**src/rtl/prefetcher_macros.svh**
```systemverilog
/* prefetcher sizing constants: queue depth, block size, address and watchdog widths,
   almost-full spacer */
`ifndef PREFETCHER_MACROS_SVH
`define PREFETCHER_MACROS_SVH

// queue holds 2^3 = 8 entries
`define PF_LOG_QUEUE_SIZE 3
`define PF_QUEUE_SIZE (1 << `PF_LOG_QUEUE_SIZE)
// 8-byte blocks, so one block is 64 bits of data
`define PF_LOG_BLOCK_BYTES 3
`define PF_BLOCK_BYTES (1 << `PF_LOG_BLOCK_BYTES)
`define PF_DATA_WIDTH (8 * `PF_BLOCK_BYTES)
`define PF_ADDR_WIDTH 32
`define PF_WATCHDOG_WIDTH 10
// allocation refused once only this many slots remain free
`define PF_ALMOST_FULL_SPACER 1

`endif

```
**src/rtl/prefetcherPkg.sv**
```systemverilog
/* prefetcher types: address, data, index and count vectors, port structs and
   the issuer FSM states */
`include "prefetcher_macros.svh"

package prefetcherPkg;

    // byte address, always block aligned
    typedef logic [`PF_ADDR_WIDTH-1:0] blockAddr_t;
    // one full block of data
    typedef logic [`PF_DATA_WIDTH-1:0] blockData_t;
    typedef logic [`PF_LOG_QUEUE_SIZE-1:0] queueIdx_t;
    // one extra bit so a full queue can be counted
    typedef logic [`PF_LOG_QUEUE_SIZE:0] queueCnt_t;
    typedef logic [`PF_WATCHDOG_WIDTH-1:0] prescale_t;

    typedef struct packed {
        blockAddr_t addr;
    } cpuReq_t;

    // hit with dataValid low means the block is still outstanding
    typedef struct packed {
        logic       hit;
        logic       dataValid;
        blockData_t data;
    } lookupResp_t;

    typedef struct packed {
        blockAddr_t addr;
        blockData_t data;
    } dramFill_t;

    typedef enum logic [1:0] {IDLE, ALLOC, SEND} issuerState_e;

endpackage

```
**src/rtl/findValueIdx.sv**
```systemverilog
/* findValueIdx: parallel tag compare over a valid vector, hit flag and lowest index */
`timescale 1ns/100ps

module findValueIdx #(
    parameter int LOG_VEC_SIZE = 3
) (
    input  prefetcherPkg::blockAddr_t                          inTag,
    input  prefetcherPkg::blockAddr_t [(1<<LOG_VEC_SIZE)-1:0]  tagMat,
    input  logic [(1<<LOG_VEC_SIZE)-1:0]                       validVec,
    output logic                                               hit,
    output prefetcherPkg::queueIdx_t                           matchIdx
);
    import prefetcherPkg::*;

    localparam int VEC_SIZE = 1 << LOG_VEC_SIZE;

    logic [VEC_SIZE-1:0] matchVec;

    always_comb begin
        matchIdx = '0;
        // scan from the top so the lowest matching index is the one left
        for (int i = VEC_SIZE - 1; i >= 0; i--) begin
            matchVec[i] = validVec[i] && (tagMat[i] == inTag);
            if (matchVec[i]) begin
                matchIdx = queueIdx_t'(i);
            end
        end
        hit = |matchVec;
    end

    // queue never allocates a duplicate, so at most one valid entry may match
    oneMatch: assert final ($onehot0(matchVec));

endmodule

```
**src/rtl/watchdogTimer.sv**
```systemverilog
/* watchdogTimer: prescaled down-counter producing a one-cycle eviction tick */
`timescale 1ns/100ps

module watchdogTimer (
    input  logic                     clk,
    input  logic                     resetN,
    input  prefetcherPkg::prescale_t prescale,
    output logic                     tick
);
    import prefetcherPkg::*;

    prescale_t count;

    // period is prescale+1 cycles, tick registered on the wrap
    always_ff @(posedge clk or negedge resetN) begin
        if (!resetN) begin
            count <= '0;
            tick <= 1'b0;
        end else if (count == '0) begin
            count <= prescale;
            tick <= 1'b1;
        end else begin
            count <= count - 1'b1;
            tick <= 1'b0;
        end
    end

    // the reload value seen at the tick decides whether the next cycle can tick too
    tickSingle: assert property (@(posedge clk) disable iff (!resetN)
        tick && ($past(prescale) != '0) |=> !tick);

endmodule

```
**src/rtl/prefetcherQueue.sv**
```systemverilog
/* prefetcherQueue: entry storage with head/tail pointers, lookup with pop or flush,
   allocation, fill, snoop invalidate, watchdog eviction and occupancy counters */
`timescale 1ns/100ps
`include "prefetcher_macros.svh"

module prefetcherQueue (
    input  logic                       clk,
    input  logic                       resetN,
    input  logic                       lookupValid,
    input  prefetcherPkg::blockAddr_t  lookupAddr,
    output prefetcherPkg::lookupResp_t lookupResp,
    output logic                       lookupRespValid,
    input  logic                       allocValid,
    input  prefetcherPkg::blockAddr_t  allocAddr,
    output logic                       allocReady,
    output logic                       allocDup,
    input  logic                       fillValid,
    input  prefetcherPkg::dramFill_t   fill,
    input  logic                       invalValid,
    input  prefetcherPkg::blockAddr_t  invalAddr,
    input  prefetcherPkg::prescale_t   watchdogPrescale,
    output prefetcherPkg::queueCnt_t   outstandingReqCnt,
    output logic                       almostFull
);
    import prefetcherPkg::*;

    localparam int QUEUE_SIZE = `PF_QUEUE_SIZE;

    // per-entry flags
    logic [QUEUE_SIZE-1:0] validVec;
    logic [QUEUE_SIZE-1:0] dataValidVec;
    logic [QUEUE_SIZE-1:0] outstandingVec;
    logic [QUEUE_SIZE-1:0] ageVec;
    logic [QUEUE_SIZE-1:0] validNext;
    logic [QUEUE_SIZE-1:0] dataValidNext;
    logic [QUEUE_SIZE-1:0] outstandingNext;
    logic [QUEUE_SIZE-1:0] ageNext;
    // entries at or after the hit entry survive a pop
    logic [QUEUE_SIZE-1:0] keepMask;
    blockAddr_t [QUEUE_SIZE-1:0] addrMat;
    blockData_t dataMat [QUEUE_SIZE];
    queueIdx_t headPtr;
    queueIdx_t tailPtr;
    queueCnt_t validCnt;
    logic lookupHit;
    logic allocHit;
    logic fillHit;
    logic invalHit;
    queueIdx_t lookupIdx;
    queueIdx_t fillIdx;
    queueIdx_t invalIdx;
    logic allocCreate;
    logic isFull;
    logic wdTick;

    findValueIdx #(.LOG_VEC_SIZE(`PF_LOG_QUEUE_SIZE)) u_lookupFind (
        .inTag(lookupAddr), .tagMat(addrMat), .validVec(validVec),
        .hit(lookupHit), .matchIdx(lookupIdx));
    // only the hit is needed for the duplicate check
    findValueIdx #(.LOG_VEC_SIZE(`PF_LOG_QUEUE_SIZE)) u_allocFind (
        .inTag(allocAddr), .tagMat(addrMat), .validVec(validVec),
        .hit(allocHit), .matchIdx());
    findValueIdx #(.LOG_VEC_SIZE(`PF_LOG_QUEUE_SIZE)) u_fillFind (
        .inTag(fill.addr), .tagMat(addrMat), .validVec(validVec),
        .hit(fillHit), .matchIdx(fillIdx));
    findValueIdx #(.LOG_VEC_SIZE(`PF_LOG_QUEUE_SIZE)) u_invalFind (
        .inTag(invalAddr), .tagMat(addrMat), .validVec(validVec),
        .hit(invalHit), .matchIdx(invalIdx));

    watchdogTimer u_watchdog (
        .clk(clk), .resetN(resetN), .prescale(watchdogPrescale), .tick(wdTick));

    always_comb begin
        validCnt = '0;
        outstandingReqCnt = '0;
        for (int i = 0; i < QUEUE_SIZE; i++) begin
            validCnt = validCnt + queueCnt_t'(validVec[i]);
            outstandingReqCnt = outstandingReqCnt + queueCnt_t'(outstandingVec[i]);
            // distance from head, wrapping on the index width
            keepMask[i] = (queueIdx_t'(i) - headPtr) >= (lookupIdx - headPtr);
        end
    end

    assign almostFull = validCnt >= queueCnt_t'(QUEUE_SIZE - `PF_ALMOST_FULL_SPACER);
    assign allocReady = !almostFull;
    assign allocDup = allocHit;
    // a duplicate is acknowledged but makes no entry
    assign allocCreate = allocValid && allocReady && !allocHit;
    assign isFull = validVec[tailPtr];

    // updates applied lowest priority first, later ones override
    always_comb begin
        validNext = validVec;
        dataValidNext = dataValidVec;
        outstandingNext = outstandingVec;
        ageNext = ageVec;
        // evict what was already aged, then age everything
        if (wdTick) begin
            validNext = validVec & ~ageVec;
            ageNext = '1;
        end
        if (invalValid && invalHit) begin
            dataValidNext[invalIdx] = 1'b0;
        end
        // miss means the stream broke
        if (lookupValid) begin
            validNext = lookupHit ? (validNext & keepMask) : '0;
        end
        // dropped entries lose their flags too
        dataValidNext = dataValidNext & validNext;
        outstandingNext = outstandingNext & validNext;
        if (allocCreate) begin
            validNext[tailPtr] = 1'b1;
            dataValidNext[tailPtr] = 1'b0;
            outstandingNext[tailPtr] = 1'b1;
            ageNext[tailPtr] = 1'b0;
        end
        if (fillValid && fillHit) begin
            dataValidNext[fillIdx] = validNext[fillIdx];
            outstandingNext[fillIdx] = 1'b0;
            ageNext[fillIdx] = 1'b0;
        end
    end

    always_ff @(posedge clk or negedge resetN) begin
        if (!resetN) begin
            validVec <= '0;
            dataValidVec <= '0;
            outstandingVec <= '0;
            ageVec <= '0;
            headPtr <= '0;
            tailPtr <= '0;
            lookupRespValid <= 1'b0;
        end else begin
            validVec <= validNext;
            dataValidVec <= dataValidNext;
            outstandingVec <= outstandingNext;
            ageVec <= ageNext;
            lookupRespValid <= lookupValid;
            // flush leaves an empty queue starting at the tail
            if (lookupValid) begin
                headPtr <= lookupHit ? lookupIdx : tailPtr;
            end
            if (allocCreate) begin
                tailPtr <= tailPtr + 1'b1;
            end
        end
    end

    // block storage and the registered lookup result
    always_ff @(posedge clk) begin
        if (allocCreate) begin
            addrMat[tailPtr] <= allocAddr;
        end
        if (fillValid && fillHit) begin
            dataMat[fillIdx] <= fill.data;
        end
        if (lookupValid) begin
            lookupResp.hit <= lookupHit;
            lookupResp.dataValid <= lookupHit && dataValidVec[lookupIdx];
            lookupResp.data <= dataMat[lookupIdx];
        end
    end

    // tail slot must be free whenever a new entry is written
    allocNotFull: assert property (@(posedge clk) disable iff (!resetN)
        allocCreate |-> !isFull);
    noPendingData: assert property (@(posedge clk) disable iff (!resetN)
        (validVec & outstandingVec & dataValidVec) == '0);

endmodule

```
**src/rtl/prefetchIssuer.sv**
```systemverilog
/* prefetchIssuer: CPU request acceptor and FSM driving next-line allocation
   and the DRAM request */
`timescale 1ns/100ps
`include "prefetcher_macros.svh"

module prefetchIssuer (
    input  logic                      clk,
    input  logic                      resetN,
    input  logic                      cpuReqValid,
    output logic                      cpuReqReady,
    input  prefetcherPkg::cpuReq_t    cpuReq,
    output logic                      lookupValid,
    output prefetcherPkg::blockAddr_t lookupAddr,
    output logic                      allocValid,
    output prefetcherPkg::blockAddr_t allocAddr,
    input  logic                      allocReady,
    input  logic                      allocDup,
    output logic                      dramReqValid,
    input  logic                      dramReqReady,
    output prefetcherPkg::blockAddr_t dramReqAddr
);
    import prefetcherPkg::*;

    issuerState_e state;
    issuerState_e stateNext;
    // block following the one just looked up
    blockAddr_t nextLineAddr;

    always_comb begin
        stateNext = state;
        unique case (state)
            IDLE: begin
                if (cpuReqValid) begin
                    stateNext = ALLOC;
                end
            end
            // a duplicate is already in flight, no DRAM request needed
            ALLOC: begin
                if (allocReady) begin
                    stateNext = allocDup ? IDLE : SEND;
                end
            end
            SEND: begin
                if (dramReqReady) begin
                    stateNext = IDLE;
                end
            end
            default: stateNext = IDLE;
        endcase
    end

    // lookup goes to the queue in the same cycle as the CPU transfer
    assign cpuReqReady = (state == IDLE);
    assign lookupValid = cpuReqReady && cpuReqValid;
    assign lookupAddr = cpuReq.addr;
    assign allocValid = (state == ALLOC);
    assign allocAddr = nextLineAddr;
    assign dramReqValid = (state == SEND);
    assign dramReqAddr = nextLineAddr;

    always_ff @(posedge clk or negedge resetN) begin
        if (!resetN) begin
            state <= IDLE;
        end else begin
            state <= stateNext;
        end
    end

    always_ff @(posedge clk) begin
        if (lookupValid) begin
            nextLineAddr <= cpuReq.addr + blockAddr_t'(`PF_BLOCK_BYTES);
        end
    end

    dramAddrStable: assert property (@(posedge clk) disable iff (!resetN)
        dramReqValid && !dramReqReady |=> dramReqValid && $stable(dramReqAddr));

endmodule

```
**src/rtl/prefetcherTop.sv**
```systemverilog
/* prefetcherTop: issuer and prefetch queue between the CPU miss port and DRAM */
`timescale 1ns/100ps

module prefetcherTop (
    input  logic                       clk,
    input  logic                       resetN,
    input  logic                       cpuReqValid,
    output logic                       cpuReqReady,
    input  prefetcherPkg::cpuReq_t     cpuReq,
    output logic                       cpuRespValid,
    output prefetcherPkg::lookupResp_t cpuResp,
    output logic                       dramReqValid,
    input  logic                       dramReqReady,
    output prefetcherPkg::blockAddr_t  dramReqAddr,
    input  logic                       fillValid,
    input  prefetcherPkg::dramFill_t   fill,
    input  logic                       invalValid,
    input  prefetcherPkg::blockAddr_t  invalAddr,
    input  prefetcherPkg::prescale_t   watchdogPrescale,
    output prefetcherPkg::queueCnt_t   outstandingReqCnt,
    output logic                       almostFull
);
    import prefetcherPkg::*;

    // issuer to queue
    logic       lookupValid;
    blockAddr_t lookupAddr;
    logic       allocValid;
    blockAddr_t allocAddr;
    logic       allocReady;
    logic       allocDup;

    prefetchIssuer u_issuer (
        .clk(clk), .resetN(resetN),
        .cpuReqValid(cpuReqValid), .cpuReqReady(cpuReqReady), .cpuReq(cpuReq),
        .lookupValid(lookupValid), .lookupAddr(lookupAddr),
        .allocValid(allocValid), .allocAddr(allocAddr),
        .allocReady(allocReady), .allocDup(allocDup),
        .dramReqValid(dramReqValid), .dramReqReady(dramReqReady),
        .dramReqAddr(dramReqAddr));

    prefetcherQueue u_queue (
        .clk(clk), .resetN(resetN),
        .lookupValid(lookupValid), .lookupAddr(lookupAddr),
        .lookupResp(cpuResp), .lookupRespValid(cpuRespValid),
        .allocValid(allocValid), .allocAddr(allocAddr),
        .allocReady(allocReady), .allocDup(allocDup),
        .fillValid(fillValid), .fill(fill),
        .invalValid(invalValid), .invalAddr(invalAddr),
        .watchdogPrescale(watchdogPrescale),
        .outstandingReqCnt(outstandingReqCnt), .almostFull(almostFull));

endmodule

```
**config.mk**
```make
export PLATFORM = sky130hd
export DESIGN_NAME = prefetcherTop
export DESIGN_NICKNAME = d
export VERILOG_FILES = /design/src/rtl/prefetcherPkg.sv /design/src/rtl/findValueIdx.sv /design/src/rtl/watchdogTimer.sv /design/src/rtl/prefetcherQueue.sv /design/src/rtl/prefetchIssuer.sv /design/src/rtl/prefetcherTop.sv
export VERILOG_INCLUDE_DIRS = /design/src /design/src/rtl
export SDC_FILE = /design/constraint.sdc
export NUM_CORES = 2
export LEC_CHECK = 0
export BUFFER_PORTS_ARGS = -buffer_cell sky130_fd_sc_hd__buf_2
export CAP_MARGIN = 20
export CORE_ASPECT_RATIO = 1.5
export CORE_UTILIZATION = 60
export DETAILED_ROUTE_END_ITERATION = 10
export PLACE_DENSITY = 0.87
export SLEW_MARGIN = 20
export SYNTH_ARGS = -nofsm -noshare
export SYNTH_HDL_FRONTEND = slang
export SYNTH_HIERARCHICAL = 1
export SYNTH_SLANG_ARGS = --single-unit
export TNS_END_PERCENT = 10
```
**constraint.sdc**
```tcl
create_clock -name clk -period 7.8 [get_ports clk]
set_clock_uncertainty 0.15 [all_clocks]
set_input_delay 1.56 -clock clk [delete_from_list [all_inputs] [get_ports clk]]
set_output_delay 1.56 -clock clk [all_outputs]
set_load 0.01 [all_outputs]
```
==> impl_metrics.json <==
{
  "status": "finished clean",
  "syn-cell-area_sq_mm": 0.04704,
  "synth.avg_cell_area_sq_um": 14.74,
  "fmax_mhz": 134.0,
  "wl_per_cell_um": 38.34,
  "initial_core_util_pct": 60.64,
  "postCtsSetupBuffers": 0,
  "cts.hold.buffers_added": 0,
  "rows": 125,
  "cts_buffers": 83,
  "vias": 31420,
  "regArea_sq_mm": 0.02731,
  "die_area_sq_mm": 0.07955,
  "regToRegSetupSlack_ns": 1.15,
  "ctsResizeCount": 0,
  "root_buffer": "clkbuf_16",
  "antenna_found_initial": 13,
  "multi_input_area_sq_mm": 0.01782,
  "fillers": 5204,
  "clk_latency_ns": 0.70,
  "drc": 0,
  "slew_viol_final": 0,
  "postRouteAntennaNets": 0,
  "cts_buffer_depth": 3,
  "cp-end-kind": "register",
  "swShare_pct": 30.83,
  "place_area_sq_mm": 0.04883,
  "routed_via_density": 6.978,
  "final_area_sq_mm": 0.05166,
  "period_minus_slack_ns": 7.461,
  "finalHoldViolCount": 0,
  "nets": 3622,
  "grt_start_max_net_pins": 100,
  "cts_tree": "done",
  "grt_use_total_pct": 43.58,
  "worstMarginPinSlew_ns": 1.229,
  "switching_power_mw": 4.049,
  "clk_pin_slew_ns": 0.07,
  "syn2layout_area_growth_pct": 9.814,
  "power_frac_seq_pct": 47.6,
  "dr.pass1.iters": 9,
  "crit_fanout": 13,
  "grt_pass1_vias": 31150,
  "dpl_worst_slack_ns": 0.7045,
  "drive_gt1_share_pct": 22.03,
  "setup_tns_ns": 0,
  "combPwrFrac_pct": 19.4,
  "cap_violations": 0,
  "leakage_nw": 16.95,
  "ir_drop_v": 0.0002474,
  "setup_viol": 0,
  "die_w_um": 230.6,
  "drt_iter0_drc": 4479,
  "p_int_mw": 9.083,
  "syn_inst": 3191,
  "rsz0062_at_grt": "false",
  "hp-class": "reg2reg",
  "fin_ws_ns": 0.3388,
  "startpoint_type": "input port",
  "synth_warnings": 6,
  "crit_path_cell_trace": "buf_2 > xor2_1 > nor4_1 > nand4_1 > nor4_1 > a21boi_2 > o21ai_2 > nand2_1 > a21oi_4 > nand2b_1 > fa_1 > inv_1 > ha_1 > nor3b_2 > a311oi_1 > o21ai_0 > a221oi_1 > or3_4 > a311oi_4 > o32ai_1",
  "crit_type": "in2reg",
  "p_clk_share_pct": 33.0,
  "maxSlewHeadroom_pct": 17.45,
  "gp_congestion": 1.136,
  "ios": 282,
  "wl_mm": 172.6,
  "grt_overflow_total": 0,
  "fin_crit_sh_pct": 95.66,
  "synth.net_count": 3399,
  "core_sq_mm": 0.07757,
  "grt_pass1_wl_mm": 236.9,
  "power_density_mw_per_mm2": 254.2,
  "dpl.hpwl_mm": 109.0,
  "max_stage_delay_ns": 0.75,
  "p_total_mw": 13.13,
  "crit_top_cell": "nor4_1",
  "cts_sinks": 918,
  "cp.required_ns": 8.18,
  "arrival_ns": 7.84,
  "portBuffers": 281,
  "slowest_stage": "nor4_1",
  "die_height_um": 344.9,
  "htree_levels": 3
}
-- power by group through the flow --
stage          Sequential (mW)  Clock (mW)  Combinational [mW]
2_1_floorplan             6.19           0                1.56
3_3_place_gp              6.31           0                2.28
3_5_place_dp              6.32           0                2.34
4_1_cts                   6.23        4.33                2.42
5_1_grt                   6.26        4.50                2.63
6_report                  6.25        4.34                2.54
-- critical path, delay by kind of cell --
| kind | cells | cell delay, ns |
|---|---|---|
| and+or+nand+nor | 7 | 2.53 |
| xor gates and xnor gates | 1 | 0.15 |
| adders and majority gates | 2 | 0.73 |
| buffers and inverters | 2 | 0.66 |
| AOI/OAI and AO/OA | 8 | 2.18 |
-- cell type report --
class,instances,area share (%)
clock inverter,46,1.124
clock buffer,107,4.316
sequential,918,52.86
inverter,59,0.4456
timing repair buffer,377,4.287
multi-input combinational,1975,34.49
tap,1016,2.461
antenna,5,0.02422
-- registers in the layout, indices dropped and copies added (netlist names), 2 cells and up --
signal	count
u_issuer/allocAddr	32
u_issuer/state	2
u_queue/addrMat	256
u_queue/ageVec	8
u_queue/dataMat	512
u_queue/dataValidVec	8
u_queue/headPtr	3
u_queue/lookupResp	66
u_queue/outstandingVec	8
u_queue/tailPtr	3
u_queue/u_watchdog/count	10
u_queue/validVec	8
-- cells in the final DEF (no fill, tap or decap), types with 52 or more instances in the layout --
cell type and count:
edfxtp_1 866, xnor2_1 738, xor2_1 321, buf_2 281, nand4_1 182, mux4_2 130, nor4_1 105, buf_4 89
clkbuf_16 85, mux2_2 65, nand3_1 63, nand2_1 55, dfrtp_1 52
-- per-layer routing --
layer	track usage (%)	vias to the layer above	part of all wire (%)
li1	-	12130	-
met1	48.29	15360	30
met2	69.31	3020	46
met3	13.90	892	14
met4	35.33	18	10
met5	0	-	0.061
-- path summary, 6_finish.rpt --
kind | startpoint | to | cells past startpoint
worst max-delay path | cpuReq[19] | u_queue/dataValidVec[3] | 20
worst min-delay path | u_queue/ageVec[7] | u_queue/ageVec[7] | 2
worst max register to register | u_queue/addrMat[230] | u_queue/dataValidVec[3] | 19
worst min register to register | u_queue/ageVec[7] | u_queue/ageVec[7] | 2
max in group asynchronous | resetN | u_queue/tailPtr[2] | 2
min in group asynchronous | resetN | u_queue/validVec[7] | 2
-- per-stage QoR --
stage               cells  hold slack, ns  util [%]
detailed placement   4345          0.3168     62.95
global placement     4345          0.3062     62.95
floorplan            3191          0.2955         -
finish               4503          0.3431     66.60
global route         4500          0.3806     66.59
CTS                  4498          0.3436     66.57
No activity file was read; power rests on OpenSTA's default activity.
